**config.mk**
```make
export PLATFORM = sky130hd
export DESIGN_NAME = gat_ctrl
export DESIGN_NICKNAME = d
export VERILOG_FILES = /design/src/source/gat_ctrl.sv
export SDC_FILE = /design/constraint.sdc
export NUM_CORES = 1
export LEC_CHECK = 0
export BUFFER_PORTS_ARGS = -buffer_cell sky130_fd_sc_hd__buf_2
export CAP_MARGIN = 20
export CORE_AREA = 10 10 47 49
export DETAILED_ROUTE_END_ITERATION = 8
export DIE_AREA = 0 0 57 59
export PLACE_DENSITY = 0.57
export SLEW_MARGIN = 15
export SYNTH_ARGS = -nofsm -noshare
export SYNTH_HDL_FRONTEND = slang
export SYNTH_SLANG_ARGS = --single-unit
```
**constraint.sdc**
```tcl
create_clock -name clk -period 1.8 [get_ports clk]
set_clock_uncertainty 0.1 [all_clocks]
set_input_delay 0.36 -clock clk [delete_from_list [all_inputs] [get_ports clk]]
set_output_delay 0.36 -clock clk [all_outputs]
set_load 0.02 [all_outputs]
```
**src/source/gat_ctrl.sv**
```systemverilog
`default_nettype none

module gat_ctrl (
  input  wire logic clk,
  input  wire logic rst_n,
  input  wire logic wgt_load_done_i,
  input  wire logic h_data_load_done_i,
  input  wire logic h_node_info_load_done_i,
  input  wire logic wgt_last_i,
  input  wire logic row_end_i,
  input  wire logic node_last_i,
  input  wire logic dmvm_ready_i,
  input  wire logic dmvm_busy_i,
  output logic      wgt_step_o,
  output logic      capture_o,
  output logic      node_step_o,
  output logic      len_load_o,
  output logic      nz_step_o,
  output logic      acc_clear_o,
  output logic      acc_en_o,
  output logic      wh_push_o,
  output logic      gat_done_o
);

  typedef enum logic [3:0] {
    IDLE, LOAD_W, WAIT_H, NODE_RD, NODE_LEN, NZ, DRAIN, WRITE, FINISH
  } state_t;

  state_t state_q;
  state_t state_d;
  logic   capture_q;
  logic   acc_en_q;
  logic   done_q;

  always_comb begin
    state_d = state_q;
    unique case (state_q)
      IDLE: begin
        if (wgt_load_done_i) begin
          state_d = LOAD_W;
        end
      end
      LOAD_W: begin
        if (wgt_last_i) begin
          state_d = WAIT_H;
        end
      end
      WAIT_H: begin
        if (h_data_load_done_i && h_node_info_load_done_i) begin
          state_d = NODE_RD;
        end
      end
      // node-info read is in flight
      NODE_RD:  state_d = NODE_LEN;
      NODE_LEN: state_d = NZ;
      NZ: begin
        if (row_end_i) begin
          state_d = DRAIN;
        end
      end
      // accumulator holds the finished row
      DRAIN: state_d = WRITE;
      WRITE: begin
        if (dmvm_ready_i) begin
          state_d = node_last_i ? FINISH : NODE_RD;
        end
      end
      FINISH:  state_d = FINISH;
      default: state_d = IDLE;
    endcase
  end

  assign wgt_step_o  = (state_q == LOAD_W);
  assign len_load_o  = (state_q == NODE_LEN);
  assign nz_step_o   = (state_q == NZ) && !row_end_i;
  assign acc_clear_o = (state_q == NODE_RD);
  // write only in a cycle the DMVM can take the row
  assign wh_push_o   = (state_q == WRITE) && dmvm_ready_i;
  assign node_step_o = wh_push_o;

  // data strobes trail the address strobes by the BRAM latency
  assign capture_o  = capture_q;
  assign acc_en_o   = acc_en_q;
  assign gat_done_o = done_q;

  always_ff @(posedge clk or negedge rst_n) begin
    if (!rst_n) begin
      state_q   <= IDLE;
      capture_q <= 1'b0;
      acc_en_q  <= 1'b0;
      done_q    <= 1'b0;
    end else begin
      state_q   <= state_d;
      capture_q <= wgt_step_o;
      acc_en_q  <= nz_step_o;
      if ((state_q == FINISH) && !dmvm_busy_i) begin
        done_q <= 1'b1;
      end
    end
  end

endmodule

`default_nettype wire

```
==> results.cfg <==
[run_status]
outcome = completed

[synth]
yosysWarnings = 0
synth_commonest_cells = dfrtp_1, nand2b_1, nand3_1
syn_avg_cell_area_um2 = 10.3
yosysUniqueCellTypes = 25
ys_ff_latch = 7
syn_inst = 43
yosys.area.top_type = dfrtp_1
synth_top_area_frac = 0.394
synth_area_leaders = dfrtp_1, nor4b_4, buf_6
synthArstFlopShare = 1.00
ys.flop_type = dfrtp_1
syn_area_um2 = 444
syn_nets = 53
synth.most_common_cell = dfrtp_1
synth_edf_count = 0
seq_area_frac_synth = 0.394

[floorplanning]
rows = 14
die_w_um = 57
coreArea_um2 = 1400
die_area_um2 = 3360
start_util = 0.317
die_y_um = 59
io_pins = 19

[global_routing]
grt_pass1_wl_um = 1880
first_global_vias = 436
track_usage = 0.0723
gr-total-overflow = 0
grt_max_degree = 10
grt_antenna_before_repair = 0

[flow_run]
maxCapViolations = 0

[routing]
ant_nets = 0
wire_per_inst_um = 14.5
drc_errors = 0
wl_um = 1280
drtPass1Iterations = 4
dr_total_vias = 421
dr.first_iter.drc_count = 4
routed_via_density = 4.78

[pwr]
p_per_area_nw_per_um2 = 1740
p_leak_nw = 0.367
ir_drop_uv = 830

[cells_and_area]
diodes = 0
nets = 83
drive_above_1_share = 0.625
syn_to_final_growth_pct = 52.7
fin_area_um2 = 678

[place]
gp_congestion = 0.803
post-place-ws_ns = 0.201
dpl_cell_area_um2 = 543
port_buffers = 18

[clock_tree]
clock_latency_ns = 0.25
clockBufferDepth = 2
cts_made_buffers = 3
tritoncts = done
clkSlewWorstSetupHoldPaths_ns = 0.05
htree_levels = 1
root_buffer = clkbuf_4
clkSinkCount = 7

[sta]
final.setup.tns_ns = 0
setup_viol = 0
slew_violations = 0
clock.fmax_ghz = 0.571
hold_viol = 0
fin_crit_ns = 1.75
maxSlewHeadroom = 0.674
setup_slack_ns = 0.0483
tightest_slew_ns = 0.482
fin_crit_sh = 0.973

[setup_path]
cp_data_arrival_time_ns = 1.29
crit_fanout = 4
start_kind = flip-flop
cp-end-kind = primary output
worstSetupPathType = flip-flop to primary output
critical_path_required_ns = 1.34

[worst_hold_path]
worstHoldPathType = input port to flip-flop
-- area by class of cell --
cell class              instances  area, um^2
fillers                       151         723
multi-input cells              29         254
repair buffers                 30         190
flip-flops and latches          7         180
clock buffers                   4        26.3
well taps                      16        20.0
inverters                       2        7.51
-- final timing paths --
| path | slack [ns] | to | startpoint | cells after the start |
|---|---|---|---|---|
| setup / recovery | 0.05 | nz_step_o | state_q[3] | 3 |
| hold / removal | 0.28 | gat_done_o | dmvm_busy_i | 3 |
| hold reg to reg | 0.35 | gat_done_o | gat_done_o | 1 |
| setup reg to reg | 0.12 | acc_en_o | state_q[2] | 9 |
| min in group asynchronous | 0.37 | state_q[2] | rst_n | 2 |
| max in group asynchronous | 1.04 | state_q[3] | rst_n | 2 |
-- what timing repair did --
| item | in CTS | in global routing |
|---|---|---|
| gates resized for setup | 6 | 7 |
| endpoints found under the setup margin | 4 | 6 |
| pin swaps | 1 | 1 |
| hold endpoints to repair | 7 | 0 |
| setup buffers | 8 | 0 |
| hold buffers | 1 | 0 |
-- logic make-up after synthesis --
family                 after synthesis  share of synthesized area
DFF                                  7                      0.394
AOI/OAI and AO/OA                    7                      0.113
and+or+nand+nor                     20                      0.330
buffers and inverters                7                      0.107
muxes                                2                     0.0563
-- layer usage --
metal | track usage | vias to the layer above | share of wire
met1 | 0.0776 | 196 | 0.43
met4 | 0.0805 | 0 | 0.017
met5 | 0 | - | 0
met2 | 0.109 | 13 | 0.50
met3 | 0.0172 | 2 | 0.047
li1 | - | 210 | -
-- flip-flops by register name (all words and copies together) (netlist names) --
register	cells
state_q	4
capture_o	1
acc_en_o	1
gat_done_o	1
-- metrics by stage --
stage          instances  utilization  hold WS (ns)  total power [mW]
2_1_floorplan         43            -       -0.0356             0.773
3_3_place_gp          75        0.388         0.105             0.879
3_5_place_dp          75        0.388         0.105             0.878
4_1_cts               88        0.467         0.271              1.12
5_1_grt               88        0.484         0.298              1.26
6_report              88        0.484         0.276              1.18
-- where the power goes --
part / internal (mW) / total (mW) / switching [mW] / leakage, nW
Sequential: 0.229 / 0.347 / 0.117 / 0.0839
Combinational: 0.380 / 0.685 / 0.305 / 0.269
Clock: 0.0848 / 0.147 / 0.0617 / 0.0150
-- worst max-delay path, stage by stage (launching register included) --
cell and delay (ns):
dfrtp_2 0.43, nand2b_4 0.16, nor4b_4 0.25, buf_4 0.19
-- placed cells by master, fill, tap and decap left out, types with 2 or more instances in the layout --
| cell type | netlist | layout |
|---|---|---|
| a21o_1 | 2 | 2 |
| buf_4 | 1 | 14 |
| nand2b_1 | 3 | 2 |
| dfrtp_1 | 7 | 3 |
| buf_2 | 2 | 15 |
| nor2_1 | 2 | 2 |
| nor3_1 | 2 | 2 |
| inv_1 | 2 | 2 |
| clkbuf_4 | 0 | 3 |
| dfrtp_2 | 0 | 4 |
| nand3_1 | 3 | 3 |
| nor4b_4 | 1 | 2 |
No activity file was read; power rests on OpenSTA's default activity.
