File: src/source/gat_settings.svh
`ifndef GAT_SETTINGS_SVH
`define GAT_SETTINGS_SVH

// H values, weights and attention entries, signed
`define GAT_DATA_WIDTH        8

`define GAT_NUM_FEATURE_IN    16
`define GAT_NUM_FEATURE_OUT   4
`define GAT_TOTAL_NODES       32

// sparse H entries packed back to back
`define GAT_H_DEPTH           256

// one WH lane, signed
`define GAT_WH_DATA_WIDTH     20

// one attention score, signed
`define GAT_COEF_WIDTH        32

`define GAT_FIFO_DEPTH        4

`endif

File: src/source/gat_pkg.sv
`default_nettype none

`include "gat_settings.svh"

package gat_pkg;

  localparam int COL_IDX_W     = $clog2(`GAT_NUM_FEATURE_IN);
  // row length spans 0 to NUM_FEATURE_IN inclusive
  localparam int ROW_LEN_W     = $clog2(`GAT_NUM_FEATURE_IN + 1);
  localparam int NODE_ADDR_W   = $clog2(`GAT_TOTAL_NODES);
  localparam int H_ADDR_W      = $clog2(`GAT_H_DEPTH);
  // W matrix followed by both attention halves
  localparam int WEIGHT_DEPTH  = `GAT_NUM_FEATURE_IN * `GAT_NUM_FEATURE_OUT
                                 + 2 * `GAT_NUM_FEATURE_OUT;
  localparam int WEIGHT_ADDR_W = $clog2(WEIGHT_DEPTH);

  typedef logic signed [`GAT_DATA_WIDTH-1:0]    data_t;
  typedef logic signed [`GAT_WH_DATA_WIDTH-1:0] wh_lane_t;
  typedef logic signed [`GAT_COEF_WIDTH-1:0]    coef_t;

  typedef struct packed {
    logic [COL_IDX_W-1:0] col_idx;
    data_t                value;
  } h_entry_t;

  // lane 0 in the low bits
  typedef wh_lane_t [`GAT_NUM_FEATURE_OUT-1:0]  wh_row_t;
  typedef data_t [`GAT_NUM_FEATURE_OUT-1:0]     w_row_t;
  // a[0..3] self half, a[4..7] neighbour half
  typedef data_t [2*`GAT_NUM_FEATURE_OUT-1:0]   attn_t;

  typedef struct packed {
    coef_t self_score;
    coef_t nbr_score;
  } coef_pair_t;

endpackage

`default_nettype wire

File: src/source/gat_spmm_row.sv
`default_nettype none

`include "gat_settings.svh"

module gat_spmm_row (
  input  wire logic                               clk,
  input  wire logic                               rst_n,
  input  wire logic                               clear_i,
  input  wire logic                               acc_en_i,
  input  wire logic signed [`GAT_DATA_WIDTH-1:0]  value_i,
  input  wire gat_pkg::w_row_t                    w_row_i,
  output gat_pkg::wh_row_t                        wh_row_o
);

  import gat_pkg::*;

  localparam int PROD_W = 2 * `GAT_DATA_WIDTH;

  logic signed [PROD_W-1:0] prod [`GAT_NUM_FEATURE_OUT];
  wh_row_t                  acc_q;

  // value times W[col][k] for every output lane
  always_comb begin
    for (int k = 0; k < `GAT_NUM_FEATURE_OUT; k++) begin
      prod[k] = value_i * w_row_i[k];
    end
  end

  always_ff @(posedge clk or negedge rst_n) begin
    if (!rst_n) begin
      acc_q <= '0;
    end else if (clear_i) begin
      acc_q <= '0;
    end else if (acc_en_i) begin
      for (int k = 0; k < `GAT_NUM_FEATURE_OUT; k++) begin
        acc_q[k] <= acc_q[k] + prod[k];
      end
    end
  end

  assign wh_row_o = acc_q;

endmodule

`default_nettype wire

File: config.mk
export PLATFORM = sky130hd
export DESIGN_NAME = gat_spmm_row
export DESIGN_NICKNAME = d
export VERILOG_FILES = /design/src/source/gat_pkg.sv /design/src/source/gat_spmm_row.sv
export VERILOG_INCLUDE_DIRS = /design/src /design/src/source
export SDC_FILE = /design/constraint.sdc
export NUM_CORES = 1
export LEC_CHECK = 0
export BUFFER_PORTS_ARGS = -buffer_cell sky130_fd_sc_hd__buf_4
export CAP_MARGIN = 0
export CORE_MARGIN = 2
export CORE_UTILIZATION = 49
export DETAILED_ROUTE_END_ITERATION = 10
export PLACE_DENSITY = 0.64
export SKIP_LAST_GASP = 1
export SLEW_MARGIN = 25
export SYNTH_ARGS = -nofsm -noshare
export SYNTH_HDL_FRONTEND = slang
export SYNTH_SLANG_ARGS = --single-unit
File: constraint.sdc
create_clock -name clk -period 5.7 [get_ports clk]
set_input_delay 0.57 -clock clk [delete_from_list [all_inputs] [get_ports clk]]
set_output_delay 0.57 -clock clk [all_outputs]
set_load 0.03 [all_outputs]
==> out/qor.txt <==
Count of final setup violators -> 0
Fin crit share -> 95.5%
Yosys reg bits -> 80
Die width -> 193 um
Reg area -> 2000 um2
Ports -> 124
Post-synthesis sequential area ratio -> 11.4%
Async SR Flop Fraction -> 100%
Die Y -> 193 um
CTS tree -> done
Vias in the first global route -> 13300
Syn. warnings -> 0
Crit Path Class -> primary input to flop
Initial Util -> 49.6%
First-pass GRT wire length -> 70300 um
Status -> finished clean
Crit path time final -> 5.44 ns
CP arrival -> 5.72 ns
Uppermost layer routed -> met5
Final hold violation count -> 0
Non-filler cells, final -> 2400
Mapped cell area -> 17600 um2
Worst Hold Slack -> 0.0805 ns
Post-Syn Nets -> 2402
Total die area -> 37400 um2
Rel. slew slack -> 28.7%
Number of diodes -> 0
Remaining DRCs -> 0
Gate Count Post-Synth -> 1822
Bufs on Longest Clock Path -> 2
Share of layout cells above drive strength 1 -> 9.23%
Most used DFF post-synth -> dfrtp_1
Post-CTS sizing -> 0
Nets -> 2515
FP Rows -> 69
Clock transition at the registers of the reported paths -> 0.08 ns
Core Util, Final -> 54.7%
Hpwl dp -> 32900 um
Final slew viol count -> 0
Met3 wire len -> 1930 um
Number of setup buffers added after CTS -> 0
Drt first pass iters -> 5
Num CTS Buffers -> 9
Area share of the largest cell type after synthesis -> 40.1%
Worst Path Max Fanout -> 14
CTS root buffer -> clkbuf_16
Maxcap violations -> 0
Met2 Wirelength -> 18900 um
IO Port Bufs -> 123
Setup Skew -> 0.00987 ns
Via count -> 12600
CP Launch Type -> primary input
Metal-1 WL -> 19400 um
EDFF count, synth -> 0
Syn Area/Cell -> 9.65 um2
Post-synth cell types -> 59
Top cells by area, synth -> fa_1, ha_1, dfrtp_1
Worst Path Required -> 5.98 ns
Setup slack, reg-to-reg -> 0.61 ns
Largest net degree at the start of global routing -> 72
Largest register FFs -> 80
Gr usage total -> 23.5%
Worst r2r path cells -> 16
Area of the multi-input gates -> 13900 um2
Antenna viol nets, final -> 0
Slew @ Worst Pin -> 1.06 ns
Core footprint -> 35500 um2
Fmax -> 184 MHz
Worst skew pair latency -> 0.37 ns
Initial antenna violation count -> 1
WL/cell -> 17.0 um
Hold Crit Class -> primary input to async pin
Htree depth -> 3
GRT overflow -> 0
RSZ-0062 raised after global routing -> false
Clock Sink Count -> 80
Leading area contributor after synthesis -> fa_1
Crit path capture type -> flop
Hold Buf Count CTS -> 0
Post-Route WL -> 40700 um
Number of fill cells -> 3229
DRT iter0 DRCs -> 691
Via density -> 5.25
GPL Wtd Cong -> 0.875
Cell total after placement -> 2385
Area growth from synthesis to layout -> 10.4%
-- layer usage --
layer,track usage [%],up-vias
met5,0,-
met4,4.47,2
met3,3.28,28
met2,36.8,286
met1,35.1,6373
li1,-,5911
-- metrics by stage --
stage	setup WS [ns]	TNS, ns	area (um2)
2_1_floorplan	0.146	0	17600
3_3_place_gp	0.103	0	19100
3_5_place_dp	-0.000842	-0.000842	19100
4_1_cts	0.401	0	19400
5_1_grt	0.0549	0	19400
6_report	0.259	0	19400
-- placed cells by master (no fill, tap or decap), types with 5 or more instances in the layout --
master / count
inv_1: 379
fa_1: 352
ha_1: 184
buf_4: 152
nand2_1: 146
and2_1: 128
nor2_1: 113
dfrtp_1: 80
a21oi_1: 42
xnor2_1: 42
mux2i_1: 39
o211ai_1: 30
o21a_1: 19
a21o_1: 18
o21ai_1: 17
nand3_1: 17
nor3_1: 16
xor2_1: 15
o21ai_0: 14
a211oi_1: 14
nand2b_1: 12
clkbuf_16: 9
o21bai_1: 8
a32oi_1: 7
or3_1: 6
a31oi_1: 6
and3_1: 5
o2111ai_1: 5
nor2b_1: 5
-- worst paths after layout --
path                                     end         start
worst max-delay path            wh_row_o[79]    value_i[7]
worst min-delay path            wh_row_o[37]         rst_n
worst max register to register  wh_row_o[19]   wh_row_o[6]
worst min register to register  wh_row_o[46]  wh_row_o[46]
max in group asynchronous       wh_row_o[43]         rst_n
min in group clk                wh_row_o[46]  wh_row_o[46]
-- cell usage after synthesis, types with 5 or more instances --
library cell  count
inv_1           379
fa_1            352
ha_1            184
nand2_1         146
and2_1          129
nor2_1          114
dfrtp_1          80
clkbuf_1         44
a21oi_1          42
xnor2_1          42
mux2i_1          39
o211ai_1         30
o21a_1           19
a21o_1           18
nand3_1          17
o21ai_1          17
nor3_1           16
xor2_1           15
a211oi_1         14
o21ai_0          14
nand2b_1         12
o21bai_1          8
a32oi_1           7
a31oi_1           6
or3_1             6
and3_1            5
nor2b_1           5
o2111ai_1         5
-- final cells by class --
| cell class | count | area share, % |
|---|---|---|
| Clock buffer | 12 | 1.32 |
| Inverter | 384 | 7.42 |
| Sequential cell | 80 | 10.3 |
| Multi-Input combinational cell | 1306 | 71.8 |
| Timing Repair Buffer | 154 | 6.08 |
| Clock inverter | 3 | 0.0902 |
| Tap cell | 461 | 2.97 |
-- worst max-delay path, stage by stage --
cell and delay [ns]:
buf_4 0.19, buf_4 0.19, and2_1 0.61, fa_1 0.56, fa_1 0.50, fa_1 0.56, fa_1 0.41, ha_1 0.29
ha_1 0.37, nand2_1 0.06, o21ai_0 0.48, nand2_1 0.22, o211ai_1 0.34, xnor2_1 0.12, a211oi_1 0.23
-- cell families after synthesis --
| kind of cell | after synthesis | synth area share [%] |
|---|---|---|
| muxes | 40 | 2.35 |
| DFF | 80 | 11.4 |
| buffers and inverters | 436 | 9.35 |
| xor gates and xnor gates | 57 | 2.84 |
| adders and majority gates | 536 | 53.2 |
| and+or+nand+nor | 462 | 12.6 |
| AOI/OAI and AO/OA | 211 | 8.29 |
Power is left out: the tool's default activity adds up to more than one toggle a clock period on the data nets, which glitch-free logic cannot reach.
