## src/source/gat_settings.svh

```systemverilog
`ifndef GAT_SETTINGS_SVH
`define GAT_SETTINGS_SVH

// H values, weights and attention entries, signed
`define GAT_DATA_WIDTH        8

`define GAT_NUM_FEATURE_IN    16
`define GAT_NUM_FEATURE_OUT   4
`define GAT_TOTAL_NODES       32

// sparse H entries packed back to back
`define GAT_H_DEPTH           256

// one WH lane, signed
`define GAT_WH_DATA_WIDTH     20

// one attention score, signed
`define GAT_COEF_WIDTH        32

`define GAT_FIFO_DEPTH        4

`endif

```

## src/source/gat_pkg.sv

```systemverilog
`default_nettype none

`include "gat_settings.svh"

package gat_pkg;

  localparam int COL_IDX_W     = $clog2(`GAT_NUM_FEATURE_IN);
  // row length spans 0 to NUM_FEATURE_IN inclusive
  localparam int ROW_LEN_W     = $clog2(`GAT_NUM_FEATURE_IN + 1);
  localparam int NODE_ADDR_W   = $clog2(`GAT_TOTAL_NODES);
  localparam int H_ADDR_W      = $clog2(`GAT_H_DEPTH);
  // W matrix followed by both attention halves
  localparam int WEIGHT_DEPTH  = `GAT_NUM_FEATURE_IN * `GAT_NUM_FEATURE_OUT
                                 + 2 * `GAT_NUM_FEATURE_OUT;
  localparam int WEIGHT_ADDR_W = $clog2(WEIGHT_DEPTH);

  typedef logic signed [`GAT_DATA_WIDTH-1:0]    data_t;
  typedef logic signed [`GAT_WH_DATA_WIDTH-1:0] wh_lane_t;
  typedef logic signed [`GAT_COEF_WIDTH-1:0]    coef_t;

  typedef struct packed {
    logic [COL_IDX_W-1:0] col_idx;
    data_t                value;
  } h_entry_t;

  // lane 0 in the low bits
  typedef wh_lane_t [`GAT_NUM_FEATURE_OUT-1:0]  wh_row_t;
  typedef data_t [`GAT_NUM_FEATURE_OUT-1:0]     w_row_t;
  // a[0..3] self half, a[4..7] neighbour half
  typedef data_t [2*`GAT_NUM_FEATURE_OUT-1:0]   attn_t;

  typedef struct packed {
    coef_t self_score;
    coef_t nbr_score;
  } coef_pair_t;

endpackage

`default_nettype wire

```

## src/source/gat_addr_gen.sv

```systemverilog
`default_nettype none

`include "gat_settings.svh"

module gat_addr_gen (
  input  wire logic                             clk,
  input  wire logic                             rst_n,
  input  wire logic                             wgt_step_i,
  input  wire logic                             node_step_i,
  input  wire logic                             len_load_i,
  input  wire logic [gat_pkg::ROW_LEN_W-1:0]    row_len_i,
  input  wire logic                             nz_step_i,
  output logic      [gat_pkg::WEIGHT_ADDR_W-1:0] wgt_addr_o,
  output logic      [gat_pkg::NODE_ADDR_W-1:0]  node_addr_o,
  output logic      [gat_pkg::H_ADDR_W-1:0]     h_addr_o,
  output logic                                  wgt_last_o,
  output logic                                  row_end_o,
  output logic                                  node_last_o
);

  import gat_pkg::*;

  // entries still to read in the current row
  logic [ROW_LEN_W-1:0] remain_q;

  assign wgt_last_o  = (wgt_addr_o == WEIGHT_ADDR_W'(WEIGHT_DEPTH - 1));
  assign node_last_o = (node_addr_o == NODE_ADDR_W'(`GAT_TOTAL_NODES - 1));
  assign row_end_o   = (remain_q == '0);

  always_ff @(posedge clk or negedge rst_n) begin
    if (!rst_n) begin
      wgt_addr_o  <= '0;
      node_addr_o <= '0;
    end else begin
      if (wgt_step_i) begin
        wgt_addr_o <= wgt_last_o ? '0 : wgt_addr_o + 1'b1;
      end
      if (node_step_i) begin
        node_addr_o <= node_last_o ? '0 : node_addr_o + 1'b1;
      end
    end
  end

  // h pointer runs across rows since H is packed in node order
  always_ff @(posedge clk or negedge rst_n) begin
    if (!rst_n) begin
      h_addr_o <= '0;
      remain_q <= '0;
    end else begin
      if (nz_step_i) begin
        h_addr_o <= h_addr_o + 1'b1;
      end
      if (len_load_i) begin
        remain_q <= row_len_i;
      end else if (nz_step_i) begin
        remain_q <= remain_q - 1'b1;
      end
    end
  end

endmodule

`default_nettype wire

```

## config.mk

```make
export PLATFORM = sky130hd
export DESIGN_NAME = gat_addr_gen
export DESIGN_NICKNAME = d
export VERILOG_FILES = /design/src/source/gat_pkg.sv /design/src/source/gat_addr_gen.sv
export VERILOG_INCLUDE_DIRS = /design/src /design/src/source
export SDC_FILE = /design/constraint.sdc
export NUM_CORES = 1
export LEC_CHECK = 0
export ABC_AREA = 1
export BUFFER_PORTS_ARGS = -buffer_cell sky130_fd_sc_hd__buf_2
export CAP_MARGIN = 20
export CORE_MARGIN = 4
export CORE_UTILIZATION = 51
export DETAILED_ROUTE_END_ITERATION = 8
export PLACE_DENSITY = 0.78
export SLEW_MARGIN = 25
export SYNTH_ARGS = -nofsm -noshare
export SYNTH_HDL_FRONTEND = slang
export SYNTH_SLANG_ARGS = --single-unit
```

## constraint.sdc

```tcl
create_clock -name clk -period 1.7 [get_ports clk]
set_clock_uncertainty 0.05 [all_clocks]
set_input_delay 0.17 -clock clk [delete_from_list [all_inputs] [get_ports clk]]
set_output_delay 0.17 -clock clk [all_outputs]
set_load 0.1 [all_outputs]
```

==> results by group <==
GRT
  • Number of global-route vias before repair: 1038
  • Largest net degree at the start of global routing: 26
  • First-pass GRT wire length: 4347 um
  • GRT overflow: 0
  • Initial antenna violation count: 0
  • Total GRT Usage: 0.1718

Floorplan
  • Initial Util: 0.5470
  • I/O pin total: 34
  • Die H: 57.41 um
  • Die area: 3295 um^2
  • FP Rows: 17
  • Die W: 57.41 um
  • Core ar.: 2276 um^2

Clock tree
  • Num CTS Buffers: 3
  • Clock-pin slew on the worst setup and hold paths: 0.13 ns
  • Clk buf depth: 2
  • CTS Root Cell: clkbuf_4
  • CTS tree: yes
  • Clk_lat worst skew: 0.32 ns
  • H-tree depth: 1
  • TritonCTS sink count: 25

Synthesis
  • Mapped cell area: 1245 um^2
  • Register area share after synthesis: 0.5025
  • Cell accounting for the most synthesized area: dfrtp_1
  • Synthesized net count: 161
  • Synth Area in Compound Gates: 0.04523
  • Mapped Cells: 145
  • Post-synth top area share: 0.5025
  • Top FF cell, synth: dfrtp_1
  • Synth Area in Simple Gates: 0.2452
  • Main combinational cell family by area after synthesis: simple AND/OR/NAND/NOR gates
  • Top post-synthesis cells by area: dfrtp_1 (50%), nand2_1 (12%), inv_1 (6.6%), ha_1 (5.0%), xor2_1 (4.9%)
  • Post-synthesis mux area share: 0.009045
  • Post-synth EDFFs: 0
  • Async SR Flop Fraction: 1.000
  • Synth cell types: 19
  • Flop and latch count out of synthesis: 25
  • Xor and xnor fraction of the mapped netlist area: 0.07739
  • Mapped Avg Cell Area: 8.586 um^2
  • Synth Area in Adders: 0.05025
  • YS warnings: 0

Cells and area
  • Antenna diode count: 0
  • Commonest non-fill, non-tap cell in the layout: nand2_1
  • Most frequent cells in the layout: nand2_1 (38), buf_2 (30), inv_1 (20)
  • Share of cells above drive strength 1: 0.4021
  • Final Net Count: 206
  • Layout area overhead: 35.38%
  • Sequential Area: 654.4 um^2
  • Layout fillers: 179
  • Multi-input logic area: 609.3 um^2

Place
  • DPL Wire Length: 1947 um
  • GPL Wtd Cong: 0.8714
  • I/O Buffers: 33

STA
  • Max Slew Vio Count: 0
  • Fmax: 586.7 MHz
  • Sum Neg Setup Slack: -0.004386 ns
  • Fin worst setup slack: -0.004386 ns
  • Final period util: 1.003
  • Final min period: 1.704 ns
  • Unrepaired setup endpoints after global routing: yes
  • Final setup viols: 1
  • Worst slew margin: 0.6438
  • Min Hold Slack: 0.01465 ns
  • Worst Max-Slew Pin Slew: 0.5343 ns
  • Fin. Hold Viols: 0

Route
  • Wire per inst: 12.26 um
  • DRC violation count after routing: 0
  • Total Wirelength: 2660 um
  • Vias: 1069
  • DRT Pass-1 Iters: 4
  • Vias per inst: 4.926
  • Initial DRC Count: 34
  • DRT antenna net count: 0

Critical path
  • Slowest CP cell: dfrtp_4
  • Startpoint Class: register
  • Worst path bufs/invs: 1
  • Most Frequent Cell on Critical Path: ha_4
  • CP Capture Type: output port
  • Slowest stage delay, CP: 0.52 ns
  • CP Class: register to output port
  • Crit-path max FO: 2
  • Crit-path leading delay family: flip-flops
  • CP cell instances: ha_4 -> and3_4 -> ha_4 -> buf_12
  • CP arrival: 1.48 ns
  • Critical Path RT: 1.48 ns

Run status
  • Status: complete, but fails checks
  • Violated checks: negative setup slack

Min path
  • Hold/Removal Path Class: primary input to register

Run
  • Max cap viols: 0
Yosys cell counts (2+ instances only):
master and count:
xnor2_1 4, inv_1 22, nand3_1 8, dfrtp_1 25, a22oi_1 3, nand2_1 39
nor3_1 2, nor2_2 3, o21ai_0 4, nor2_1 14, nand4_1 3, ha_1 5
xor2_1 7
through the flow:
stage | worst slack [ns] | instances | utilization | area, um^2
after floorplan | -0.01056 | 145 | - | 1315
after global placement | 0.2317 | 205 | 0.6833 | 1555
after detailed placement | 0.1989 | 205 | 0.6833 | 1555
after CTS | -0.03466 | 212 | 0.7130 | 1623
after global routing | -0.07045 | 217 | 0.7405 | 1685
final | -0.004386 | 217 | 0.7405 | 1685
per-layer routing:
| layer | track usage | vias to the layer above | wire [um] |
|---|---|---|---|
| li1 | - | 542 | - |
| met1 | 0.1808 | 495 | 1112 |
| met2 | 0.3081 | 26 | 1357 |
| met3 | 0.04525 | 6 | 136 |
| met4 | 0.09272 | 0 | 54 |
| met5 | 0 | - | 0 |
worst paths after layout:
| kind | startpoint | slack, ns | depth (start not counted) | end |
|---|---|---|---|---|
| min reg2reg | h_addr_o[0] | 0.46 | 1 | h_addr_o[0] |
| min | row_len_i[0] | 0.01 | 3 | remain_q[0] |
| max reg2reg | node_addr_o[1] | 0.19 | 7 | node_addr_o[2] |
| max in group asynchronous | rst_n | 0.92 | 2 | node_addr_o[0] |
| min in group asynchronous | rst_n | 0.28 | 2 | wgt_addr_o[1] |
| max | node_addr_o[1] | -0.004 | 4 | node_last_o |
cells by family after synthesis:
group / after synthesis
AO/OA/AOI/OAI: 9
XOR/XNOR: 11
adder cells (fa/ha/maj): 5
buffers and inverters: 23
flip-flops: 25
multiplexers: 1
AND/OR/NAND/NOR: 71
flip-flops by register name, indices dropped and copies added (netlist names):
register	flops
wgt_addr_o	7
remain_q	5
h_addr_o	8
node_addr_o	5
layout make-up:
type,instances,area share
sequential,25,0.3883
multi-input combinational,97,0.3615
timing repair buffer,41,0.1618
inverter,22,0.05122
tap,28,0.02079
clock buffer,3,0.01336
clock inverter,1,0.002970
worst reg2reg max path, delay by kind of cell, from the launching register on:
kind	cells	cell delay (ns)
DFF	1	0.52
adders and majority gates	2	0.33
and+or+nand+nor	2	0.22
AOI/OAI and AO/OA	2	0.21
buffers and inverters	1	0.13
repair_timing:
action                                 CTS  global route
setup buffers                            2             5
setup endpoints to repair                3             3
hold buffers                             1             0
resized for setup                        3             5
endpoints found under the hold margin   25             0
pin swaps                                3             2
Power is not shown: default switching activity piles up to over one toggle a cycle in this logic, so the estimate is an artifact.
