<file path="config.mk">
export PLATFORM = sky130hd
export DESIGN_NAME = gat_dmvm
export DESIGN_NICKNAME = d
export VERILOG_FILES = /design/src/source/gat_pkg.sv /design/src/source/gat_dmvm.sv
export VERILOG_INCLUDE_DIRS = /design/src /design/src/source
export SDC_FILE = /design/constraint.sdc
export NUM_CORES = 2
export LEC_CHECK = 0
export BUFFER_PORTS_ARGS = -buffer_cell sky130_fd_sc_hd__buf_2
export CAP_MARGIN = 40
export CORE_MARGIN = 2
export CORE_UTILIZATION = 55
export DETAILED_ROUTE_END_ITERATION = 10
export PLACE_DENSITY = 0.82
export SLEW_MARGIN = 20
export SYNTH_ARGS = -nofsm -noshare
export SYNTH_HDL_FRONTEND = slang
export SYNTH_SLANG_ARGS = --single-unit
export TNS_END_PERCENT = 50
</file>
<file path="constraint.sdc">
create_clock -name clk -period 9.7 [get_ports clk]
set_input_delay 0.485 -clock clk [delete_from_list [all_inputs] [get_ports clk]]
set_output_delay 0.485 -clock clk [all_outputs]
set_load 0.01 [all_outputs]
</file>
<file path="src/source/gat_settings.svh">
`ifndef GAT_SETTINGS_SVH
`define GAT_SETTINGS_SVH

// H values, weights and attention entries, signed
`define GAT_DATA_WIDTH        8

`define GAT_NUM_FEATURE_IN    16
`define GAT_NUM_FEATURE_OUT   4
`define GAT_TOTAL_NODES       32

// sparse H entries packed back to back
`define GAT_H_DEPTH           256

// one WH lane, signed
`define GAT_WH_DATA_WIDTH     20

// one attention score, signed
`define GAT_COEF_WIDTH        32

`define GAT_FIFO_DEPTH        4

`endif

</file>
<file path="src/source/gat_pkg.sv">
`default_nettype none

`include "gat_settings.svh"

package gat_pkg;

  localparam int COL_IDX_W     = $clog2(`GAT_NUM_FEATURE_IN);
  // row length spans 0 to NUM_FEATURE_IN inclusive
  localparam int ROW_LEN_W     = $clog2(`GAT_NUM_FEATURE_IN + 1);
  localparam int NODE_ADDR_W   = $clog2(`GAT_TOTAL_NODES);
  localparam int H_ADDR_W      = $clog2(`GAT_H_DEPTH);
  // W matrix followed by both attention halves
  localparam int WEIGHT_DEPTH  = `GAT_NUM_FEATURE_IN * `GAT_NUM_FEATURE_OUT
                                 + 2 * `GAT_NUM_FEATURE_OUT;
  localparam int WEIGHT_ADDR_W = $clog2(WEIGHT_DEPTH);

  typedef logic signed [`GAT_DATA_WIDTH-1:0]    data_t;
  typedef logic signed [`GAT_WH_DATA_WIDTH-1:0] wh_lane_t;
  typedef logic signed [`GAT_COEF_WIDTH-1:0]    coef_t;

  typedef struct packed {
    logic [COL_IDX_W-1:0] col_idx;
    data_t                value;
  } h_entry_t;

  // lane 0 in the low bits
  typedef wh_lane_t [`GAT_NUM_FEATURE_OUT-1:0]  wh_row_t;
  typedef data_t [`GAT_NUM_FEATURE_OUT-1:0]     w_row_t;
  // a[0..3] self half, a[4..7] neighbour half
  typedef data_t [2*`GAT_NUM_FEATURE_OUT-1:0]   attn_t;

  typedef struct packed {
    coef_t self_score;
    coef_t nbr_score;
  } coef_pair_t;

endpackage

`default_nettype wire

</file>
<file path="src/source/gat_dmvm.sv">
`default_nettype none

`include "gat_settings.svh"

module gat_dmvm (
  input  wire logic               clk,
  input  wire logic               rst_n,
  input  wire logic               wh_push_i,
  input  wire gat_pkg::wh_row_t   wh_row_i,
  input  wire gat_pkg::attn_t     attn_i,
  input  wire logic               fifo_full_i,
  output logic                    dmvm_ready_o,
  output logic                    dmvm_busy_o,
  output gat_pkg::coef_pair_t     coef_o,
  output logic                    coef_wr_o
);

  import gat_pkg::*;

  localparam int NFO    = `GAT_NUM_FEATURE_OUT;
  localparam int PROD_W = `GAT_DATA_WIDTH + `GAT_WH_DATA_WIDTH;

  logic                     stall;
  logic                     s1_vld_q;
  logic                     s2_vld_q;
  logic signed [PROD_W-1:0] self_prod_q [NFO];
  logic signed [PROD_W-1:0] nbr_prod_q [NFO];
  coef_t                    self_sum;
  coef_t                    nbr_sum;
  coef_pair_t               pair_q;

  // output pair blocked by a full FIFO freezes both stages
  assign stall        = s2_vld_q && fifo_full_i;
  assign dmvm_ready_o = !stall;
  assign dmvm_busy_o  = s1_vld_q || s2_vld_q;
  assign coef_wr_o    = s2_vld_q && !fifo_full_i;
  assign coef_o       = pair_q;

  always_ff @(posedge clk or negedge rst_n) begin
    if (!rst_n) begin
      s1_vld_q <= 1'b0;
      s2_vld_q <= 1'b0;
    end else if (!stall) begin
      s1_vld_q <= wh_push_i;
      s2_vld_q <= s1_vld_q;
    end
  end

  // stage 1: a[k]*WH[k] and a[NFO+k]*WH[k]
  always_ff @(posedge clk) begin
    if (!stall && wh_push_i) begin
      for (int k = 0; k < NFO; k++) begin
        self_prod_q[k] <= attn_i[k] * wh_row_i[k];
        nbr_prod_q[k]  <= attn_i[NFO + k] * wh_row_i[k];
      end
    end
  end

  always_comb begin
    self_sum = '0;
    nbr_sum  = '0;
    for (int k = 0; k < NFO; k++) begin
      self_sum = self_sum + self_prod_q[k];
      nbr_sum  = nbr_sum + nbr_prod_q[k];
    end
  end

  // stage 2: reduced pair waits here for FIFO space
  always_ff @(posedge clk) begin
    if (!stall && s1_vld_q) begin
      pair_q.self_score <= self_sum;
      pair_q.nbr_score  <= nbr_sum;
    end
  end

endmodule

`default_nettype wire

</file>
==> results.cfg <==
[setup_path]
cp.required_ps = 10010
worstPathMaxFanout = 18
criticalPathCategory = primary input to flop
arrival_ps = 5840
worstSetupStartpointType = primary input
end_kind = flop

[cts]
clockBufferDepth = 3
numClockSinks = 288
holdBufCountCts = 1
htreeDepth = 2
tritoncts = built
cts_resized = 0
clock-root-buffer = clkbuf_16
clk_pin_slew_ps = 60
insertion_delay_ps = 580
cts_made_buffers = 35
post-cts-setup-buffers = 0

[detailed_routing]
wl_per_cell_um = 19.1
drc = 0
num_vias = 41700
via_per_inst = 5.50
drtAntennaViolNets = 0
drt-pass1-iter-count = 8
drt_wl_total_um = 145000
detail_route.iter0.violations = 3042

[job]
maxCapViolCount = 0

[global_route]
grt_pass1_vias = 44900
antenna_found_initial = 15
track_usage = 0.273
grt_max_degree = 58
grt_pass1_wl_um = 238000
grt_overflow = 0

[synth]
ys.flop_type = edfxtp_1
syn-num-nets = 7879
ys_ff_latch = 288
syn_avg_cell_area_sq_um = 9.63
netlist_area_sq_mm = 0.0589
ys_warn_count = 0
synth_edf_count = 286
synthCells = 6117
async_flop_share = 0.00694
synth.distinct_cells = 76
seq_area_frac_synth = 0.147

[sta]
fin_worst_skew_ps = 30.2
period_share = 0.570
fin_crit_ps = 5530
finalMaxSlewViolations = 0
worst_slack_ps = 4170
worstMarginPinSlew_ps = 790
hold_viol_final = 0
setup_violations = 0
rsz0062_at_grt = false
slew_headroom = 0.470
setup_tns_ps = 0
clock.fmax_ghz = 0.181

[die]
dieArea_sq_mm = 0.110
die_w_um = 331
io_pins = 215
core_area_sq_mm = 0.107
initial_core_util = 0.553
num_rows = 120
die_h_um = 331

[placed_design]
portBuffers = 214
post-dp-hpwl_um = 117000
place.gp.congestion = 0.921
pre_cts_slack_ps = 3650

[run_status]
status = finished, final reports clean

[cells_and_area]
drive_gt1_frac = 0.0492
synthToLayoutAreaGrowth_pct = 5.62
finalNetCount = 7918

[worst_hold_path]
hp-class = primary input to flop
==> state kept, by name, summed over array words and instances (netlist names) <==
name	flops
s2_vld_q	1
coef_o	62
nbr_prod_q	112
s1_vld_q	1
self_prod_q	112
==> final timing paths <==
kind / startpoint / end / slack, ps / cells after the start
max: attn_i[31] / self_prod_q[3][25]$_DFFE_PP_ / 4170 / 20
min: fifo_full_i / s1_vld_q$_DFFE_PN0N_ / 210 / 2
max reg2reg: self_prod_q[3][1]$_DFFE_PP_ / coef_o[55]$_DFFE_PP_ / 5310 / 15
min reg2reg: s1_vld_q$_DFFE_PN0N_ / s2_vld_q$_DFFE_PN0N_ / 530 / 1
max in group asynchronous: rst_n / s1_vld_q$_DFFE_PN0N_ / 9360 / 2
min in group asynchronous: rst_n / s2_vld_q$_DFFE_PN0N_ / 240 / 2
==> cell usage in the layout (no fill, tap or decap), types with 34 or more instances in the layout <==
cell type     n
o21a_1       36
fa_1       1130
clkbuf_16    35
nand3_1      41
buf_2       214
inv_1      1423
a21o_1      101
edfxtp_1    286
nand2b_1     57
a21oi_1     183
nor2b_1      34
xor2_1       63
and2_1      937
o21ai_0     108
nor2_1      256
xnor2_1     195
ha_1        484
nand2_1     285
==> synth_stat cells, drive strengths merged, types with 6 or more instances <==
library cell  instances  area, sq um
a31o                  7         61.3
xor2                 63          552
clkbuf              210          788
fa                 1130        22600
nand2b               57          357
nor3                 27          135
a211o                 7         61.3
and3                 13         81.3
nand2               285         1070
a21oi               186          942
or2                   6         37.5
nor2b                34          213
inv                1423         5340
clkinv                8         30.0
buf                   9         41.3
a2111oi               6         60.1
and2                940         5880
nand3                41          205
ha                  484         6060
o21a                 36          270
a211oi               13         97.6
a21boi               19          143
a31oi                21          131
edfxtp              286         8590
o21ai               130          654
or3                  12         75.1
a21o                101          758
nor2                256          961
o31ai                12         90.1
xnor2               195         1710
nand4                16          100
o21bai               19          143
==> cell families (layout without fill, tap and decap cells) <==
kind of cell | after synthesis | in the layout | share of synthesized area
multiplexers | 2 | 2 | 0.000361
flip-flops | 288 | 288 | 0.147
AND/OR/NAND/NOR | 1700 | 1700 | 0.157
adder cells (fa/ha/maj) | 1614 | 1614 | 0.487
XOR/XNOR | 258 | 258 | 0.0384
AO/OA/AOI/OAI | 605 | 605 | 0.0660
other | 0 | 6 | 0
buffers and inverters | 1650 | 1711 | 0.105
==> critical path, cell delays in order <==
cell      delay, ps
buf_2           110
clkinv_1        530
nor2_1          320
fa_1            460
fa_1            460
fa_1            490
inv_1            50
fa_1            470
inv_1            40
ha_1            330
a21o_1          200
a21o_1          180
a21o_1          200
a221oi_2        270
o21ai_2         130
or4_1           430
a31o_1          240
a21oi_2         180
o21ai_1         100
xor2_1          150
==> metrics by stage <==
stage	instances	utilization	cell area [sq um]	hold slack [ps]
6_report	7587	0.584	62200	214
3_5_place_dp	7521	0.572	61000	272
5_1_grt	7582	0.583	62200	220
2_1_floorplan	6117	-	58900	189
3_3_place_gp	7517	0.571	60900	270
4_1_cts	7581	0.583	62200	193
==> cell type report <==
cell class,count,area [sq um]
Antenna cell,6,15.0
Multi-Input combinational cell,4179,44100
Sequential cell,288,8640
Inverter,1431,5370
Fill cell,8761,44400
Clock inverter,24,295
Clock buffer,35,876
Tap cell,1403,1760
Timing Repair Buffer,221,1190
==> metal layers <==
layer,track usage,share of wire,routed length (um),vias to the layer above
met5,0,0.00079,115,-
met4,0.117,0.049,7130,18
met3,0.0492,0.086,12500,355
met2,0.444,0.47,68400,1683
met1,0.361,0.39,56800,21100
li1,-,-,-,18600
Power is not shown: default switching activity piles up to over one toggle a cycle in this logic, so the estimate is an artifact.
