### src/source/gat_settings.svh
`ifndef GAT_SETTINGS_SVH
`define GAT_SETTINGS_SVH

// H values, weights and attention entries, signed
`define GAT_DATA_WIDTH        8

`define GAT_NUM_FEATURE_IN    16
`define GAT_NUM_FEATURE_OUT   4
`define GAT_TOTAL_NODES       32

// sparse H entries packed back to back
`define GAT_H_DEPTH           256

// one WH lane, signed
`define GAT_WH_DATA_WIDTH     20

// one attention score, signed
`define GAT_COEF_WIDTH        32

`define GAT_FIFO_DEPTH        4

`endif

### src/source/gat_pkg.sv
`default_nettype none

`include "gat_settings.svh"

package gat_pkg;

  localparam int COL_IDX_W     = $clog2(`GAT_NUM_FEATURE_IN);
  // row length spans 0 to NUM_FEATURE_IN inclusive
  localparam int ROW_LEN_W     = $clog2(`GAT_NUM_FEATURE_IN + 1);
  localparam int NODE_ADDR_W   = $clog2(`GAT_TOTAL_NODES);
  localparam int H_ADDR_W      = $clog2(`GAT_H_DEPTH);
  // W matrix followed by both attention halves
  localparam int WEIGHT_DEPTH  = `GAT_NUM_FEATURE_IN * `GAT_NUM_FEATURE_OUT
                                 + 2 * `GAT_NUM_FEATURE_OUT;
  localparam int WEIGHT_ADDR_W = $clog2(WEIGHT_DEPTH);

  typedef logic signed [`GAT_DATA_WIDTH-1:0]    data_t;
  typedef logic signed [`GAT_WH_DATA_WIDTH-1:0] wh_lane_t;
  typedef logic signed [`GAT_COEF_WIDTH-1:0]    coef_t;

  typedef struct packed {
    logic [COL_IDX_W-1:0] col_idx;
    data_t                value;
  } h_entry_t;

  // lane 0 in the low bits
  typedef wh_lane_t [`GAT_NUM_FEATURE_OUT-1:0]  wh_row_t;
  typedef data_t [`GAT_NUM_FEATURE_OUT-1:0]     w_row_t;
  // a[0..3] self half, a[4..7] neighbour half
  typedef data_t [2*`GAT_NUM_FEATURE_OUT-1:0]   attn_t;

  typedef struct packed {
    coef_t self_score;
    coef_t nbr_score;
  } coef_pair_t;

endpackage

`default_nettype wire

### src/source/gat_weight_store.sv
`default_nettype none

`include "gat_settings.svh"

module gat_weight_store (
  input  wire logic                               clk,
  input  wire logic                               rst_n,
  input  wire logic                               capture_i,
  input  wire logic [gat_pkg::WEIGHT_ADDR_W-1:0]  wgt_addr_i,
  input  wire logic signed [`GAT_DATA_WIDTH-1:0]  wgt_data_i,
  input  wire logic [gat_pkg::COL_IDX_W-1:0]      col_i,
  output gat_pkg::w_row_t                         w_row_o,
  output gat_pkg::attn_t                          attn_o
);

  import gat_pkg::*;

  localparam int W_WORDS = `GAT_NUM_FEATURE_IN * `GAT_NUM_FEATURE_OUT;
  localparam int LANE_W  = $clog2(`GAT_NUM_FEATURE_OUT);
  localparam int ATTN_W  = $clog2(2 * `GAT_NUM_FEATURE_OUT);

  logic [WEIGHT_ADDR_W-1:0] addr_q;
  logic [COL_IDX_W-1:0]     row_sel;
  logic [LANE_W-1:0]        lane_sel;
  logic [ATTN_W-1:0]        attn_sel;
  w_row_t                   w_q [`GAT_NUM_FEATURE_IN];
  attn_t                    attn_q;

  // address r*NFO+k, attention block starts on an aligned boundary
  assign row_sel  = addr_q[LANE_W +: COL_IDX_W];
  assign lane_sel = addr_q[LANE_W-1:0];
  assign attn_sel = addr_q[ATTN_W-1:0];

  // address of the word now on the BRAM output
  always_ff @(posedge clk or negedge rst_n) begin
    if (!rst_n) begin
      addr_q <= '0;
    end else begin
      addr_q <= wgt_addr_i;
    end
  end

  always_ff @(posedge clk) begin
    if (capture_i) begin
      if (addr_q >= WEIGHT_ADDR_W'(W_WORDS)) begin
        attn_q[attn_sel] <= wgt_data_i;
      end else begin
        w_q[row_sel][lane_sel] <= wgt_data_i;
      end
    end
  end

  assign w_row_o = w_q[col_i];
  assign attn_o  = attn_q;

endmodule

`default_nettype wire

### config.mk
export PLATFORM = sky130hd
export DESIGN_NAME = gat_weight_store
export DESIGN_NICKNAME = d
export VERILOG_FILES = /design/src/source/gat_pkg.sv /design/src/source/gat_weight_store.sv
export VERILOG_INCLUDE_DIRS = /design/src /design/src/source
export SDC_FILE = /design/constraint.sdc
export NUM_CORES = 1
export LEC_CHECK = 0
export BUFFER_PORTS_ARGS = -buffer_cell sky130_fd_sc_hd__buf_2
export CAP_MARGIN = 20
export CELL_PAD_IN_SITES_DETAIL_PLACEMENT = 1
export CELL_PAD_IN_SITES_GLOBAL_PLACEMENT = 1
export CORE_UTILIZATION = 35
export DETAILED_ROUTE_END_ITERATION = 8
export PLACE_DENSITY_LB_ADDON = 0.1
export SYNTH_ARGS = -nofsm -noshare
export SYNTH_HDL_FRONTEND = slang
export SYNTH_SLANG_ARGS = --single-unit
### constraint.sdc
create_clock -name clk -period 2.3 [get_ports clk]
set_input_delay 0.46 -clock clk [delete_from_list [all_inputs] [get_ports clk]]
set_output_delay 0.46 -clock clk [all_outputs]
set_load 0.01 [all_outputs]
==> impl_metrics.csv <==
group,metric,value,unit
run_status,outcome,"complete, but fails checks",
run_status,violations,"negative setup slack",
timing,fin_ws,-136.4,ps
timing,finalCritPeriodShare,105.9,%
worst_setup_path,r2r_cells,4,
global_routing,grt_pass1_wl,80870,um
worst_setup_path,critical_path_buf_inv_count,1,
synthesis,synthesis.area,21640,um2
route,via_per_inst,5.057,
synthesis,synth_ff_type,"edfxtp_1",
place,portBuffers,117,
timing,fin_crit,2436,ps
route,avgRoutedWirePerCell,26.33,um
clock_network,root_buffer,"clkbuf_16",
synthesis,synth-seq-cells,583,
synthesis,yosysUniqueCellTypes,17,
route,drt_wl_total,54880,um
global_routing,antenna_found_initial,0,
floorplanning,die-area,62840,um2
synthesis,yosys_warnings,0,
global_routing,overflow,0,
synthesis,synth.most_common_cell,"edfxtp_1",
worst_setup_path,cp_top_family,"multiplexers",
worst_setup_path,critPathKind,"flop to primary output",
cells_and_area,syn2layout_area_growth,24.27,%
timing,fmax,410.4,MHz
synthesis,yosys.area.top_type,"edfxtp_1",
clock_network,clk_latency,620,ps
timing,holdWs,233.5,ps
route,drc,0,
timing,setup-violations-final,32,
place,place_ws,-237.4,ps
synthesis,synth_nets,988,
worst_setup_path,worst_ep_required_time,1840,ps
floorplanning,num_rows,90,
clock_network,cts_htree_levels,2,
timing,finalMaxSlewViolations,0,
cells_and_area,drive_above_1_share,40.40,%
place,gp_congestion,0.7227,
route,final_antenna_net_count,0,
timing,finClkSkew,23.81,ps
timing,slew_headroom,34.52,%
place,dpl_cell_area,24370,um2
worst_setup_path,slowest_stage,"mux4_2",
synthesis,yosysSeqAreaShare,80.72,%
global_routing,grt_max_degree,73,
job,maxCapViolCount,0,
cells_and_area,diodes,0,
floorplanning,die_h,250.7,um
clock_network,cts_tree,"yes",
clock_network,clock_path_buffers,3,
route,drtIter0Drc,661,
worst_setup_path,cp.arrival,1980,ps
pwr,ir_worst_vdd,535.9,uV
route,vias,10540,
synthesis,synthTopCellsByArea,"edfxtp_1 80%, mux4_2 13%, a22oi_1 2.2%",
worst_setup_path,crit_chain,"mux4_2 > a22oi_1 > nand2_1 > buf_2",
min_path,hold_path_class,"primary input to async pin",
pwr,pwr_density_cell,836.6,nW/um2
synthesis,synth_top_area_share,79.91,%
worst_setup_path,start_kind,"flop",
clock_network,cts_sinks,583,
worst_setup_path,worst-path-stages,4,
synthesis,avgSynthCellArea,22.41,um2
place,dp.final_hpwl,32690,um
timing,tightest_slew,982.2,ps
floorplanning,ioPinCount,118,
synthesis,ys_async_sr_fraction,1.201,%
synthesis,synthCells,966,
floorplanning,start_util,35.66,%
worst_setup_path,cp-end-kind,"primary output",
worst_setup_path,worstPathMaxFanout,1,
timing,rsz0062_at_grt,"yes",
clock_network,clk_pin_slew_worst_paths,60,ps
pwr,power_leakage,8.881,nW
cells_and_area,finish.utilization,44.31,%
floorplanning,core-area,60700,um2
timing,hold_violations,0,
cells_and_area,fin_nets,1274,
synthesis,synthTopCellsByCount,"576 x edfxtp_1, 128 x mux4_2, 74 x nor2_1",
synthesis,synth_edf_count,576,
clock_network,cts_made_buffers,60,
floorplanning,die_w,250.7,um
worst_setup_path,crit_path_max_incr_delay,470,ps
global_routing,grt_pass1_vias,11640,
cells_and_area,finish.instance_area,26900,um2
route,first_pass_iters,4,
global_routing,grt_usage,17.75,%
final cells by class:
type | instances | area, um2
Fill cell | 5634 | 33800
Tap cell | 782 | 978.4
Multi-Input combinational cell | 333 | 4169
Clock inverter | 42 | 367.9
Timing Repair Buffer | 274 | 2350
Sequential cell | 583 | 17470
Clock buffer | 70 | 1560
final timing paths:
kind	from	end	slack, ps
setup / recovery	w_q[0][17]$_DFFE_PP_	w_row_o[17]	-140
hold / removal	rst_n	addr_q[1]$_DFF_PN0_	230
setup reg to reg	addr_q[4]$_DFF_PN0_	w_q[7][1]$_DFFE_PP_	380
hold reg to reg	addr_q[0]$_DFF_PN0_	attn_o[37]$_DFFE_PP_	910
max in group asynchronous	rst_n	addr_q[5]$_DFF_PN0_	1870
min in group clk	wgt_data_i[2]	attn_o[42]$_DFFE_PP_	350
layout by cell type, fill, tap and decap left out, types with 7 or more instances in the layout:
| cell | synthesis | routed |
|---|---|---|
| nand2_1 | 43 | 37 |
| buf_12 | 0 | 27 |
| edfxtp_1 | 576 | 576 |
| buf_4 | 9 | 111 |
| buf_2 | 8 | 108 |
| dfrtp_1 | 7 | 7 |
| buf_6 | 0 | 12 |
| dlygate4sd3_1 | 0 | 8 |
| nand3_1 | 8 | 8 |
| clkbuf_1 | 25 | 9 |
| mux4_2 | 128 | 128 |
| clkinv_2 | 0 | 13 |
| a22oi_2 | 0 | 37 |
| a22oi_1 | 64 | 27 |
| clkinv_1 | 0 | 17 |
| clkbuf_16 | 0 | 63 |
| nor2_1 | 74 | 73 |
worst register-to-register path, cell delays in order, from the launching register on:
cell	delay, ps
dfrtp_1	440
nor2b_1	320
nand3_1	410
nor2_1	220
buf_4	230
per-stage QoR:
step | total power, mW | cells | TNS, ps
detailed placement | 13.10 | 1947 | -5309
global placement | 13.08 | 1947 | -5107
finish | 22.50 | 2084 | -2553
floorplan | 12.46 | 966 | 0
CTS | 22.77 | 2073 | -5006
global route | 23.20 | 2084 | -5444
metal layers:
metal	up-vias	wire, um	global-route usage, %
li1	4604	-	-
met1	5663	24410	23.73
met2	205	27430	29.81
met3	66	2008	3.263
met4	0	1030	4.733
met5	-	0	0
where the power goes:
group / switching, mW / total (mW) / internal (mW)
registers: 0.0202 / 11.7 / 11.7
clock network: 4.02 / 9.53 / 5.51
logic: 0.692 / 1.24 / 0.544
total: 4.74 / 22.5 / 17.8
state kept, by name, indices dropped and copies added (netlist names):
| register | flops |
|---|---|
| w_q | 512 |
| attn_o | 64 |
| addr_q | 7 |
cells by family (layout without fill, tap and decap cells):
family                 Yosys count  count (layout)  share of synthesized area, %
AND/OR/NAND/NOR                141             141                         2.671
buffers and inverters           50             386                         1.069
flip-flops                     583             583                         80.72
multiplexers                   128             128                         13.32
AO/OA/AOI/OAI                   64              64                         2.220
timing repair:
action | in CTS | in global routing
gates resized for setup | 36 | 24
hold buffers | 8 | 0
hold endpoints to repair | 14 | 0
buffers inserted | 5 | 9
pin swaps | 21 | 14
cloned | 3 | 2
setup endpoints to repair | 32 | 32
No activity file was read; power rests on OpenSTA's default activity.
