File: src/source/gat_settings.svh
`ifndef GAT_SETTINGS_SVH
`define GAT_SETTINGS_SVH

// H values, weights and attention entries, signed
`define GAT_DATA_WIDTH        8

`define GAT_NUM_FEATURE_IN    16
`define GAT_NUM_FEATURE_OUT   4
`define GAT_TOTAL_NODES       32

// sparse H entries packed back to back
`define GAT_H_DEPTH           256

// one WH lane, signed
`define GAT_WH_DATA_WIDTH     20

// one attention score, signed
`define GAT_COEF_WIDTH        32

`define GAT_FIFO_DEPTH        4

`endif

File: src/source/gat_pkg.sv
`default_nettype none

`include "gat_settings.svh"

package gat_pkg;

  localparam int COL_IDX_W     = $clog2(`GAT_NUM_FEATURE_IN);
  // row length spans 0 to NUM_FEATURE_IN inclusive
  localparam int ROW_LEN_W     = $clog2(`GAT_NUM_FEATURE_IN + 1);
  localparam int NODE_ADDR_W   = $clog2(`GAT_TOTAL_NODES);
  localparam int H_ADDR_W      = $clog2(`GAT_H_DEPTH);
  // W matrix followed by both attention halves
  localparam int WEIGHT_DEPTH  = `GAT_NUM_FEATURE_IN * `GAT_NUM_FEATURE_OUT
                                 + 2 * `GAT_NUM_FEATURE_OUT;
  localparam int WEIGHT_ADDR_W = $clog2(WEIGHT_DEPTH);

  typedef logic signed [`GAT_DATA_WIDTH-1:0]    data_t;
  typedef logic signed [`GAT_WH_DATA_WIDTH-1:0] wh_lane_t;
  typedef logic signed [`GAT_COEF_WIDTH-1:0]    coef_t;

  typedef struct packed {
    logic [COL_IDX_W-1:0] col_idx;
    data_t                value;
  } h_entry_t;

  // lane 0 in the low bits
  typedef wh_lane_t [`GAT_NUM_FEATURE_OUT-1:0]  wh_row_t;
  typedef data_t [`GAT_NUM_FEATURE_OUT-1:0]     w_row_t;
  // a[0..3] self half, a[4..7] neighbour half
  typedef data_t [2*`GAT_NUM_FEATURE_OUT-1:0]   attn_t;

  typedef struct packed {
    coef_t self_score;
    coef_t nbr_score;
  } coef_pair_t;

endpackage

`default_nettype wire

File: src/source/gat_fifo.sv
`default_nettype none

`include "gat_settings.svh"

module gat_fifo #(
  parameter int DEPTH = `GAT_FIFO_DEPTH
) (
  input  wire logic                 clk,
  input  wire logic                 rst_n,
  input  wire gat_pkg::coef_pair_t  din_i,
  input  wire logic                 wr_i,
  input  wire logic                 rd_i,
  output gat_pkg::coef_pair_t       dout_o,
  output logic                      full_o,
  output logic                      empty_o
);

  import gat_pkg::*;

  localparam int PTR_W = $clog2(DEPTH);
  localparam int CNT_W = $clog2(DEPTH + 1);

  coef_pair_t       mem [DEPTH];
  logic [PTR_W-1:0] wr_ptr_q;
  logic [PTR_W-1:0] rd_ptr_q;
  logic [CNT_W-1:0] count_q;
  logic             wr_en;
  logic             rd_en;

  // wraps at any depth, not only powers of two
  function automatic logic [PTR_W-1:0] ptr_inc(input logic [PTR_W-1:0] ptr);
    return (ptr == PTR_W'(DEPTH - 1)) ? '0 : ptr + 1'b1;
  endfunction

  assign full_o  = (count_q == CNT_W'(DEPTH));
  assign empty_o = (count_q == '0);
  assign wr_en   = wr_i && !full_o;
  assign rd_en   = rd_i && !empty_o;
  // head entry is visible without a read
  assign dout_o  = mem[rd_ptr_q];

  always_ff @(posedge clk) begin
    if (wr_en) begin
      mem[wr_ptr_q] <= din_i;
    end
  end

  always_ff @(posedge clk or negedge rst_n) begin
    if (!rst_n) begin
      wr_ptr_q <= '0;
      rd_ptr_q <= '0;
      count_q  <= '0;
    end else begin
      if (wr_en) begin
        wr_ptr_q <= ptr_inc(wr_ptr_q);
      end
      if (rd_en) begin
        rd_ptr_q <= ptr_inc(rd_ptr_q);
      end
      case ({wr_en, rd_en})
        2'b10:   count_q <= count_q + 1'b1;
        2'b01:   count_q <= count_q - 1'b1;
        default: count_q <= count_q;
      endcase
    end
  end

endmodule

`default_nettype wire

File: config.mk
export PLATFORM = sky130hd
export DESIGN_NAME = gat_fifo
export DESIGN_NICKNAME = d
export VERILOG_FILES = /design/src/source/gat_pkg.sv /design/src/source/gat_fifo.sv
export VERILOG_INCLUDE_DIRS = /design/src /design/src/source
export SDC_FILE = /design/constraint.sdc
export NUM_CORES = 1
export LEC_CHECK = 0
export CORE_AREA = 4 4 151 153
export DETAILED_ROUTE_END_ITERATION = 8
export DIE_AREA = 0 0 155 157
export DONT_BUFFER_PORTS = 1
export MAX_ROUTING_LAYER = met4
export PLACE_DENSITY = 0.71
export SLEW_MARGIN = 20
export SYNTH_ARGS = -nofsm -noshare
export SYNTH_HDL_FRONTEND = slang
export SYNTH_SLANG_ARGS = --single-unit
File: constraint.sdc
create_clock -name clk -period 3.9 [get_ports clk]
set_input_delay 0.195 -clock clk [delete_from_list [all_inputs] [get_ports clk]]
set_output_delay 0.195 -clock clk [all_outputs]
set_load 0.02 [all_outputs]
==> results.md <==
Status:
- The run finished with clean final reports.

Floorplan:
- Once the floorplan was initialized, standard cells occupied 44.91% of the core.
- 134 I/O pins were placed.
- The die height is roughly 160 um.
- The placeable core region is roughly 0.022 mm2.
- The horizontal die dimension is ~160 um.
- The number of standard-cell rows in the floorplan is 54.
- The area enclosed by the die boundary is 0.02434 mm2.

Critical path:
- The kind of capture point of the worst setup path is an output pin.
- For the worst setup path, the data arrival time is ~2.5 ns.
- For the worst setup path, the data required time is 3.70 ns.
- The worst setup path is of the reg2out kind.
- Among all stages on the critical path, the largest delay is contributed by sky130_fd_sc_hd__dfrtp_4.
- The peak per-stage delay on the critical path is 0.96 ns.
- The kind of start point of the critical path is a flip-flop.
- The kind of cell with the highest combined delay along the critical path is flip-flops.
- Counting both buffers and inverters, the worst setup path holds a total of 1.
- Walking the worst path, the cells encountered are buf_12 > mux4_2.
- The maximum fanout along the worst path is 38.

Global routing:
- The global-route wire length before repair is 25,810 um.
- The total congestion overflow is 0.
- The largest net degree at the start of global routing is 67.
- The total routing usage reported by global routing is 14.15%.
- The via count of the first global-routing pass came to 4,465.
- The initial antenna violation count was 1.

Worst hold path:
- The min-delay analysis places its worst path in the category in2reg.

Finish:
- The post-layout net count is 531.
- The filler cell count is 1,591.
- The layout cell share with drive strength beyond 1 is 24.16%.
- The multi-input combinational cells in the finished layout cover a total of 0.001697 mm2.
- Leaving out fill and tap cells, the most frequent cell in the layout is sky130_fd_sc_hd__edfxtp_1.
- Compared with the post-synthesis result, the final layout area differs by 18.74%.
- The top cell types in the final layout, fill and taps aside, are sky130_fd_sc_hd__edfxtp_1 (256), sky130_fd_sc_hd__dlygate4sd3_1 (67), sky130_fd_sc_hd__mux4_2 (64).
- The register area is 0.007870 mm2.

Drt:
- The DRC violations left is 0.
- The per-cell via count in the routed design is 5.250.
- The post-detailed-route count of antenna-violating nets is 0.
- The DRC violation total after the first TritonRoute iteration is 219.
- Dividing the detail-routed wire length by the instance count gives roughly 22 um.
- The aggregate routed wire length is roughly 16,000 um.
- For this block, the via count after detailed routing is 3,974.
- The number of detailed-route iterations in the first pass is 4.

Timing:
- The worst path uses 68.81% of the clock period.
- The headroom to the max-slew limit is 31.69%.
- The worst setup skew after layout is 0.01328 ns.
- Setup violations remaining at the end of the flow were counted as 0.
- For the pin with the worst max-slew slack, the measured transition is 1.025 ns.
- Setup repair after global routing left no endpoint under its margin.
- The maximum frequency from static timing analysis is 372.7 MHz.
- The number of failing hold endpoints at the final stage came to 0.
- The number of pins exceeding their max-slew limit in the final report is 0.
- Summed over all failing endpoints, the final setup total negative slack is 0 ns.
- The final critical delay including setup and external delays is 2.683 ns.

Synthesis:
- The net count of the mapped netlist is 449.
- The area of the mapped netlist is 0.009681 mm2.
- In this run, distinct cell masters in the synthesized netlist total 21.
- Counting flops and latches in the post-synthesis netlist gives 263.
- The register area share after synthesis is approximately four fifths.
- The average instance in the mapped netlist occupies between 20 and 30 um2.
- For this run, the number of Yosys warnings is 0.
- The synthesized netlist cell count is between 300 and 400.

Placement:
- The wire-length estimate of the detail-placed layout is 8827 um.
- The placer's final routability congestion estimate is 0.7104.
- In this run the tool buffered the top-level ports with 0 buffer cells.

Clocking:
- CTS placed an instance of sky130_fd_sc_hd__clkbuf_16 at the clock tree root.
- The maximum clock path buffer count is 3.
- The count of cells resized by post-cts repair is 0.
- The number of buffers added by the clock tree synthesis step is 26.
- The number of sinks driven by the clock tree is 263.
- The clock slew at the register clock pins of the worst setup and hold paths is 0.06 ns.
- In this run the number of H-tree levels came out at 1.
- The source-to-sink clock delay at the later pin of the worst-skew pair is 0.51 ns.
- TritonCTS built the clock tree.

Power and ir drop:
- The static leakage power is 3.696 nW.
- The peak supply drop is 0.0006925 V.
- Dividing total power by cell area gives a power density of around 770 mW/mm2.
- The completed layout was analyzed and its total power is around 8.8 mW.

Flow run:
- The number of max-cap violations is 0.
[registers in the layout, summed over array words and instances, names as in the netlist]
register and count:
mem 256, count_q 3, rd_ptr_q 2, wr_ptr_q 2
[report_power, final]
group / internal (mW) / total, mW / switching, mW
clock network: 1.47 / 2.44 / 0.964
registers: 3.75 / 4.15 / 0.402
logic: 0.885 / 2.23 / 1.35
[per-stage QoR]
| step | area (um2) | util (%) | hold WS (ns) | setup slack [ns] | cells |
|---|---|---|---|---|---|
| global placement | 9963 | 46.23 | -0.1004 | 1.679 | 641 |
| CTS | 11490 | 53.32 | 0.09629 | 1.085 | 756 |
| detailed placement | 9963 | 46.23 | -0.1004 | 1.539 | 641 |
| floorplan | 9681 | - | -0.1006 | 1.123 | 374 |
| finish | 11490 | 53.33 | 0.1245 | 1.217 | 757 |
| global route | 11490 | 53.33 | 0.09780 | 0.9855 | 757 |
[metal layers]
layer  global-route usage, %  share of wire, %  vias to the layer above
met5                       -                 0                        -
met4                   3.196               1.5                        0
met3                   3.712               6.4                       24
met2                   23.71                52                      117
met1                   17.56                40                     2076
li1                        -                 -                     1757
[worst register-to-register path, cell delays in order (launching register included)]
cell and delay, ns:
sky130_fd_sc_hd__dfrtp_1 0.43, sky130_fd_sc_hd__nor3b_2 0.48, sky130_fd_sc_hd__nor2b_2 0.19, sky130_fd_sc_hd__inv_1 0.10
sky130_fd_sc_hd__ha_1 0.18, sky130_fd_sc_hd__inv_1 0.06, sky130_fd_sc_hd__fa_1 0.37, sky130_fd_sc_hd__xor2_1 0.15
sky130_fd_sc_hd__nor2_1 0.14, sky130_fd_sc_hd__xor2_1 0.18
[cell families (layout without fill, tap and decap cells)]
| family | count (synthesis) | after routing | share of synthesized area, % |
|---|---|---|---|
| DFF | 263 | 263 | 81.22 |
| muxes | 69 | 69 | 15.46 |
| buffers and inverters | 21 | 123 | 1.357 |
| and+or+nand+nor | 11 | 11 | 0.7108 |
| adders and majority gates | 7 | 7 | 0.9823 |
| xor gates and xnor gates | 3 | 3 | 0.2715 |
| other | 0 | 1 | 0 |
[synth_stat cells (all sizes together)]
library cell  count  area share [%]
inv               7            0.27
nor2b             1           0.090
mux2i             1            0.10
mux2              4            0.47
mux4             64              15
xnor2             1           0.090
nand2b            1           0.065
nor3              1           0.052
xor2              2            0.18
and2              4            0.26
fa                1            0.21
clkbuf            1           0.039
nor3b             1            0.13
ha                6            0.78
dfrtp             7             1.8
buf              13             1.0
edfxtp          256              79
nor2              3            0.12
[path summary, 6_finish.rpt]
kind | endpoint | startpoint | slack [ns] | cells past startpoint
max in group asynchronous | rd_ptr_q[0] | rst_n | 3.08 | 2
setup reg to reg | count_q[2] | count_q[0] | 1.55 | 9
setup / recovery | dout_o[60] | rd_ptr_q[0] | 1.22 | 2
min in group asynchronous | count_q[1] | rst_n | 0.55 | 2
hold reg to reg | count_q[2] | count_q[2] | 0.53 | 1
hold / removal | wr_ptr_q[1] | wr_i | 0.12 | 2
[area by class of cell]
| type | instances | share of cell area (%) |
|---|---|---|
| Antenna cell | 1 | 0.02177 |
| Clock buffer | 37 | 6.553 |
| Clock inverter | 11 | 0.9143 |
| Inverter | 7 | 0.2286 |
| Multi-Input combinational cell | 90 | 14.76 |
| Sequential cell | 263 | 68.47 |
| Tap cell | 280 | 3.048 |
| Timing Repair Buffer | 68 | 6.008 |
[timing repair]
item,in CTS,in global routing
hold endpoints to repair,265,0
endpoints found under the setup margin,0,0
hold buffers,67,0
setup buffers,0,0
Note: power is estimated with default switching activity, not from simulation.
